File: config.mk
export PLATFORM = sky130hd
export DESIGN_NAME = mem_pipe_top
export DESIGN_NICKNAME = d
export VERILOG_FILES = /design/src/pipe_pkg.sv /design/src/stage_if.sv /design/src/ex1_stage.sv /design/src/mem_pipe_top.sv /design/src/mem_req_stage.sv /design/src/mem_stage_buf.sv
export SDC_FILE = /design/constraint.sdc
export NUM_CORES = 2
export LEC_CHECK = 0
export BUFFER_PORTS_ARGS = -buffer_cell sky130_fd_sc_hd__buf_2
export CORE_ASPECT_RATIO = 1.4
export CORE_MARGIN = 1
export CORE_UTILIZATION = 40
export DETAILED_ROUTE_END_ITERATION = 6
export SYNTH_ARGS = -nofsm -noshare
export SYNTH_HDL_FRONTEND = slang
export SYNTH_SLANG_ARGS = --single-unit
export TNS_END_PERCENT = 20
File: constraint.sdc
create_clock -name clk -period 27.6 [get_ports clk]
set_input_delay 5.52 -clock clk [delete_from_list [all_inputs] [get_ports clk]]
set_output_delay 5.52 -clock clk [all_outputs]
set_load 0.05 [all_outputs]
File: src/pipe_pkg.sv
package pipe_pkg;

    // operation class of a lane 0 micro-op
    typedef enum logic [2:0] {
        op_alu    = 3'd0,
        op_mul_lo = 3'd1,
        op_mul_hi = 3'd2,
        op_load   = 3'd3,
        op_store  = 3'd4
    } mem_op_e;

    typedef enum logic [1:0] {
        size_byte = 2'd0,
        size_half = 2'd1,
        size_word = 2'd2
    } mem_size_e;

    // zero means no exception
    typedef logic [6:0] excp_code_t;

    localparam excp_code_t EXCP_NONE = 7'h00;
    localparam excp_code_t EXCP_ALE  = 7'h09;

    // 16x16 partial products, summed in the next stage
    typedef struct packed {
        logic [31:0] hh;
        logic [31:0] hl;
        logic [31:0] lh;
        logic [31:0] ll;
    } mul_parts_t;

    typedef struct packed {
        logic [31:0] pc;
        logic [4:0]  rd;
        mem_op_e     op;
        logic [31:0] result;
        mul_parts_t  parts;
        excp_code_t  excp;
        logic [31:0] badv;
        logic        is_priv;
    } buf_entry_t;

    function automatic logic is_mem_op(input mem_op_e op);
        return (op == op_load) || (op == op_store);
    endfunction

    // mask is not shifted by the low address bits
    function automatic logic [3:0] size_wmask(input mem_size_e size);
        case (size)
            size_byte: return 4'b0001;
            size_half: return 4'b0011;
            default:   return 4'b1111;
        endcase
    endfunction

    function automatic logic is_misaligned(input mem_size_e size, input logic [1:0] lsb);
        return ((size == size_half) && lsb[0]) || ((size == size_word) && (lsb != 2'b00));
    endfunction

endpackage

File: src/stage_if.sv
`timescale 1ns/1ps

// level strobes between adjacent stages, entry moves when valid and allowin are high
interface stage_if
    import pipe_pkg::*;
();

    logic       valid;
    logic       allowin;
    logic       is_priv;
    buf_entry_t entry;

    modport src (
        output valid,
        output entry,
        output is_priv,
        input  allowin
    );

    modport dst (
        input  valid,
        input  entry,
        input  is_priv,
        output allowin
    );

endinterface

File: src/ex1_stage.sv
`timescale 1ns/1ps

module ex1_stage
    import pipe_pkg::*;
(
    input  logic        clk,
    input  logic        aresetn,
    input  logic        wb_allowin,

    stage_if.dst        ex_if,

    output logic        wb_valid,
    output logic [4:0]  wb_rd,
    output logic [31:0] wb_pc,
    output logic [31:0] wb_data,
    output logic        excp_valid,
    output excp_code_t  excp_code,
    output logic [31:0] excp_badv
);

    buf_entry_t  entry;
    logic [63:0] product;
    logic [31:0] result_sel;
    logic        fire;
    logic        has_excp;
    logic        writes_back;

    assign ex_if.allowin = wb_allowin;
    assign entry         = ex_if.entry;

    // shifted partial products give the full unsigned 64-bit product
    assign product = {entry.parts.hh, 32'h0}
                   + {16'h0, entry.parts.hl, 16'h0}
                   + {16'h0, entry.parts.lh, 16'h0}
                   + {32'h0, entry.parts.ll};

    always_comb begin
        case (entry.op)
            op_mul_lo: result_sel = product[31:0];
            op_mul_hi: result_sel = product[63:32];
            default:   result_sel = entry.result;
        endcase
    end

    assign fire        = ex_if.valid && wb_allowin;
    assign has_excp    = (entry.excp != EXCP_NONE);
    // loads and stores retire without writeback
    assign writes_back = !has_excp && !is_mem_op(entry.op);

    always_ff @(posedge clk) begin
        if (!aresetn) begin
            wb_valid   <= 1'b0;
            excp_valid <= 1'b0;
        end else begin
            wb_valid   <= fire && writes_back;
            excp_valid <= fire && has_excp;
        end
    end

    always_ff @(posedge clk) begin
        if (fire && writes_back) begin
            wb_rd   <= entry.rd;
            wb_pc   <= entry.pc;
            wb_data <= result_sel;
        end
    end

    always_ff @(posedge clk) begin
        if (fire && has_excp) begin
            excp_code <= entry.excp;
            excp_badv <= entry.badv;
        end
    end

endmodule

File: src/mem_pipe_top.sv
`timescale 1ns/1ps

module mem_pipe_top
    import pipe_pkg::*;
(
    input  logic        clk,
    input  logic        aresetn,
    input  logic        flush,
    input  logic        flush_by_exception,
    input  logic        privilege_ready,
    input  logic        wb_allowin,

    input  logic        issue_valid,
    input  logic        is_priv,
    input  mem_op_e     op,
    input  mem_size_e   size,
    input  logic [31:0] pc,
    input  logic [4:0]  rd,
    input  logic [31:0] rj_data,
    input  logic [31:0] rk_data,
    input  logic [31:0] imm,
    input  excp_code_t  in_excp,
    output logic        issue_allowin,

    output logic        dcache_req,
    output logic        dcache_op,
    output logic [3:0]  dcache_wmask,
    output logic [31:0] dcache_addr,
    output logic [31:0] dcache_wdata,

    output logic        wb_valid,
    output logic [4:0]  wb_rd,
    output logic [31:0] wb_pc,
    output logic [31:0] wb_data,
    output logic        excp_valid,
    output excp_code_t  excp_code,
    output logic [31:0] excp_badv
);

    stage_if req_if ();
    stage_if ex_if ();

    assign issue_allowin = req_if.allowin;

    mem_req_stage u_req (
        .issue_valid  (issue_valid),
        .is_priv      (is_priv),
        .op           (op),
        .size         (size),
        .pc           (pc),
        .rd           (rd),
        .rj_data      (rj_data),
        .rk_data      (rk_data),
        .imm          (imm),
        .in_excp      (in_excp),
        .dcache_req   (dcache_req),
        .dcache_op    (dcache_op),
        .dcache_wmask (dcache_wmask),
        .dcache_addr  (dcache_addr),
        .dcache_wdata (dcache_wdata),
        .req_if       (req_if.src)
    );

    mem_stage_buf u_buf (
        .clk                (clk),
        .aresetn            (aresetn),
        .flush              (flush),
        .flush_by_exception (flush_by_exception),
        .privilege_ready    (privilege_ready),
        .req_if             (req_if.dst),
        .ex_if              (ex_if.src)
    );

    ex1_stage u_ex1 (
        .clk        (clk),
        .aresetn    (aresetn),
        .wb_allowin (wb_allowin),
        .ex_if      (ex_if.dst),
        .wb_valid   (wb_valid),
        .wb_rd      (wb_rd),
        .wb_pc      (wb_pc),
        .wb_data    (wb_data),
        .excp_valid (excp_valid),
        .excp_code  (excp_code),
        .excp_badv  (excp_badv)
    );

endmodule

File: src/mem_req_stage.sv
`timescale 1ns/1ps

module mem_req_stage
    import pipe_pkg::*;
(
    input  logic        issue_valid,
    input  logic        is_priv,
    input  mem_op_e     op,
    input  mem_size_e   size,
    input  logic [31:0] pc,
    input  logic [4:0]  rd,
    input  logic [31:0] rj_data,
    input  logic [31:0] rk_data,
    input  logic [31:0] imm,
    input  excp_code_t  in_excp,

    output logic        dcache_req,
    output logic        dcache_op,
    output logic [3:0]  dcache_wmask,
    output logic [31:0] dcache_addr,
    output logic [31:0] dcache_wdata,

    stage_if.src        req_if
);

    logic [31:0] addr;
    logic        mem_access;
    logic        misaligned;
    excp_code_t  excp;
    mul_parts_t  parts;
    buf_entry_t  entry;

    // the ALU sum doubles as the effective address
    assign addr       = rj_data + imm;
    assign mem_access = is_mem_op(op);
    assign misaligned = mem_access && is_misaligned(size, addr[1:0]);

    // upstream exception wins over alignment check
    always_comb begin
        if (in_excp != EXCP_NONE) begin
            excp = in_excp;
        end else if (misaligned) begin
            excp = EXCP_ALE;
        end else begin
            excp = EXCP_NONE;
        end
    end

    // unsigned 16x16 products of the operand halves
    always_comb begin
        parts.hh = rj_data[31:16] * rk_data[31:16];
        parts.hl = rj_data[31:16] * rk_data[15:0];
        parts.lh = rj_data[15:0] * rk_data[31:16];
        parts.ll = rj_data[15:0] * rk_data[15:0];
    end

    always_comb begin
        entry.pc      = pc;
        entry.rd      = rd;
        entry.op      = op;
        entry.result  = addr;
        entry.parts   = parts;
        entry.excp    = excp;
        entry.badv    = mem_access ? addr : pc;
        entry.is_priv = is_priv;
    end

    assign req_if.valid   = issue_valid;
    assign req_if.entry   = entry;
    assign req_if.is_priv = is_priv;

    // only clean loads and stores reach the cache
    assign dcache_req = issue_valid && req_if.allowin && mem_access
                        && (excp == EXCP_NONE);

    assign dcache_op    = (op == op_store);
    assign dcache_wmask = size_wmask(size);
    assign dcache_addr  = addr;
    assign dcache_wdata = rk_data;

endmodule

File: src/mem_stage_buf.sv
`timescale 1ns/1ps

module mem_stage_buf
    import pipe_pkg::*;
(
    input  logic  clk,
    input  logic  aresetn,
    input  logic  flush,
    input  logic  flush_by_exception,
    input  logic  privilege_ready,

    stage_if.dst  req_if,
    stage_if.src  ex_if
);

    logic       entry_valid;
    buf_entry_t entry;
    logic       excp_pending;

    logic       wb_allowin;
    logic       held_excp;
    logic       priv_stall;
    logic       accept;
    logic       clear;

    assign wb_allowin = ex_if.allowin;

    // held exception blocks new work, as does one still waiting for its flush
    assign held_excp  = entry_valid && (entry.excp != EXCP_NONE);
    assign priv_stall = req_if.is_priv && !privilege_ready;

    assign req_if.allowin = wb_allowin && !priv_stall && !(held_excp || excp_pending);

    assign accept = req_if.valid && req_if.allowin;

    // plain flush only takes effect when the next stage moves
    assign clear = !aresetn || flush_by_exception || (flush && wb_allowin);

    always_ff @(posedge clk) begin
        if (clear) begin
            entry_valid <= 1'b0;
        end else if (wb_allowin) begin
            entry_valid <= accept;
        end
    end

    always_ff @(posedge clk) begin
        if (!clear && wb_allowin && accept) begin
            entry <= req_if.entry;
        end
    end

    // stays set until the exception flush arrives
    always_ff @(posedge clk) begin
        if (!aresetn) begin
            excp_pending <= 1'b0;
        end else if (flush_by_exception) begin
            excp_pending <= 1'b0;
        end else if (held_excp) begin
            excp_pending <= 1'b1;
        end
    end

    assign ex_if.valid   = entry_valid;
    assign ex_if.entry   = entry;
    // privilege is resolved here, nothing downstream needs it
    assign ex_if.is_priv = 1'b0;

endmodule

==> results.json <==
{
  "fin_util_pct": 43.6,
  "timing.hold.ws_ps": 416,
  "cpMaxStageDelayCell": "buf_2",
  "grt_pass1_wl_um": 222000,
  "max_freq_mhz": 67.2,
  "path_class": "input pin to output pin",
  "holdBufCountCts": 0,
  "cap_violations": 0,
  "cts_tree": "done",
  "cts_buffers": 36,
  "setup_tns_ps": 0,
  "fin_worst_skew_ps": 65.0,
  "via_count": 36100,
  "synthesis.nets": 6524,
  "clk_pin_slew_ps": 60,
  "grt-busiest-layer": "met2",
  "gr-usage-met3_pct": 2.03,
  "finalHoldViolCount": 0,
  "clock-sinks": 351,
  "num_rows": 153,
  "dr.first_iter.drc_count": 2382,
  "io_buffers": 332,
  "cts_resized": 0,
  "violations": "design-rule violations",
  "die_w_um": 301,
  "use_met2_pct": 41.6,
  "grt_pass1_vias": 37900,
  "clockRootBuffer": "clkbuf_16",
  "synth_cell_types": 84,
  "grt_remaining_overflow": 0,
  "ys_ff_latch": 351,
  "crit_top_cell": "a21oi_1",
  "layout_commonest_cell": "inv_1",
  "seq_area_frac_synth_pct": 20.9,
  "min_period_over_period_pct": 53.9,
  "synth_largest_area_cell": "fa_1",
  "worst-path-buf-inv": 2,
  "slowest_delay_ps": 690,
  "antenna_found_initial": 11,
  "status": "complete, but fails checks",
  "cts_buffer_depth": 3,
  "drc": 248,
  "htreeDepth": 2,
  "critPathTopFamily": "compound AO/OA/AOI/OAI gates",
  "synthFlopType": "edfxtp_1",
  "r2r_slack_ps": 22230,
  "path_depth": 11,
  "use_met1_pct": 27.5,
  "synthCells": 5082,
  "hp-class": "flop to flop",
  "layout_common_cells": "inv_1, fa_1, nand2_1",
  "worst_pin_slew_ps": 1070,
  "track_usage_pct": 23.2,
  "rr_worst_depth": 9,
  "end_kind": "output pin",
  "synth_edf_count": 347,
  "start_util_pct": 40.3,
  "cp.required_ps": 22080,
  "startpoint": "rj_data[8]",
  "slew_headroom_pct": 28.6,
  "synth_area_um2": 50100,
  "min_period_ps": 14880,
  "grt_max_degree": 63,
  "critPathLaunchType": "input pin",
  "setup_viol": 0,
  "critical_path_peak_fanout": 33,
  "crit_end": "dcache_addr[28]",
  "synth_warnings": 0,
  "worstReg2RegStart": "u_buf.ex_if.entry[35]",
  "totalWireLength_um": 145000,
  "yosysTopAreaCellShare_pct": 32.3,
  "syn_area_per_cell_um2": 9.86,
  "first_pass_iters": 7,
  "rsz0062_at_grt": "false",
  "drtAntennaViolNets": 0,
  "fin_nets": 6651,
  "drive_gt1_share_pct": 9.40,
  "gp_congestion": 0.906,
  "hpwl_um": 112000,
  "synthArstFlopShare_pct": 0,
  "clock_latency_ps": 600,
  "cp.arrival_ps": 9360,
  "r2r-end": "u_buf.ex_if.entry[100]",
  "core_area_um2": 124000,
  "viasPerCell": 5.25,
  "drt-wirelength-per-cell_um": 21.2,
  "dieArea_um2": 127000,
  "io_pins": 334,
  "syn_to_final_growth_pct": 7.96,
  "die_y_um": 421,
  "cts_setup_buffers": 0,
  "yosys-top-cells-area": "fa_1, edfxtp_1, ha_1, inv_1, and2_1",
  "report.final.slew_viol_count": 0,
  "cp_cell_sequence": "buf_2, ha_1, o21ai_0, a21oi_1, nand4_1, a2111oi_0, o21ai_1, a21oi_1, a21oi_1, xnor2_1, buf_2"
}
==> registers in the layout, summed over array words and instances (netlist names) <==
register,cells
u_ex1.wb_data,32
u_ex1.excp_valid,1
u_ex1.wb_valid,1
u_buf.excp_pending,1
u_ex1.wb_pc,32
u_buf.ex_if.entry,239
u_ex1.excp_badv,32
u_ex1.wb_rd,5
u_ex1.excp_code,7
u_buf.ex_if.valid,1
==> worst register-to-register path: stages, from the launching register on <==
cell and delay [ps]:
edfxtp_1 390, nor4_1 660, nand2_1 360, a21oi_1 280, and3_1 200, nand2_1 120
a211oi_4 610, buf_4 730, buf_4 860, buf_4 750
==> synthesized netlist by cell type, types with 9 or more instances <==
cell	number
a21oi_1	163
nand2_1	685
a211oi_1	17
nand2b_1	14
a21o_1	75
buf_4	66
ha_1	479
xnor2_1	124
and3_1	17
a22oi_1	23
o21ai_0	101
nand4_1	23
clkbuf_1	226
o211ai_1	12
nor2_1	105
fa_1	810
nand3_1	33
nor2b_1	19
o21a_1	20
o21ai_1	9
xor2_1	63
mux2_2	11
o21bai_1	35
and2_1	484
a31oi_1	17
inv_1	937
or2_2	11
nor3_1	33
edfxtp_1	347
==> area by class of cell <==
class	instances	area [um2]
flip-flops and latches	351	10500
diodes	6	15.0
repair buffers	384	2050
clock buffers	38	908
inverters	937	3520
fillers	12100	70100
multi-input cells	3499	34800
clock inverters	25	305
well taps	1627	2040
==> metrics by stage <==
step | cells | cell area [um2] | setup WS (ps)
after floorplan | 5082 | 50100 | 2740
after global placement | 6798 | 52900 | 12650
after detailed placement | 6798 | 52900 | 12680
after CTS | 6861 | 54100 | 12630
after global routing | 6862 | 54100 | 12410
final | 6867 | 54100 | 12720
==> how the worst min path moves through the flow <==
stage | startpoint | end | slack (ps) | cells past startpoint
after floorplan | u_buf.ex_if.entry[1] | u_ex1.excp_badv[0] | 400 | 0
after global placement | u_buf.ex_if.entry[229] | u_ex1.wb_pc[21] | 400 | 0
after detailed placement | u_buf.ex_if.entry[17] | u_ex1.excp_badv[16] | 400 | 0
after CTS | u_buf.ex_if.entry[18] | u_ex1.excp_badv[17] | 420 | 0
after global routing | u_buf.ex_if.entry[28] | u_ex1.excp_badv[27] | 420 | 0
final | u_buf.ex_if.entry[209] | u_ex1.wb_pc[1] | 420 | 0
==> metal layers <==
| layer | vias up | part of all wire [%] | routed length, um |
|---|---|---|---|
| li1 | 16100 | - | - |
| met1 | 18500 | 39 | 56100 |
| met2 | 1170 | 50 | 73300 |
| met3 | 257 | 5.2 | 7600 |
| met4 | 4 | 5.7 | 8210 |
| met5 | - | 0.013 | 19 |
==> kinds of logic (layout without fill, tap and decap cells) <==
logic type	after synthesis	in the layout	synth area share [%]
simple gates	1454	1454	14.1
fa+ha+maj	1289	1289	44.3
buf+inv	1232	1384	9.72
compound gates	553	553	7.33
flops	351	351	20.9
xor+xnor	187	187	3.27
mux	15	15	0.327
other cells	1	7	0.00748
Power is left out: the tool's default activity adds up to more than one toggle a clock period on the data nets, which glitch-free logic cannot reach.
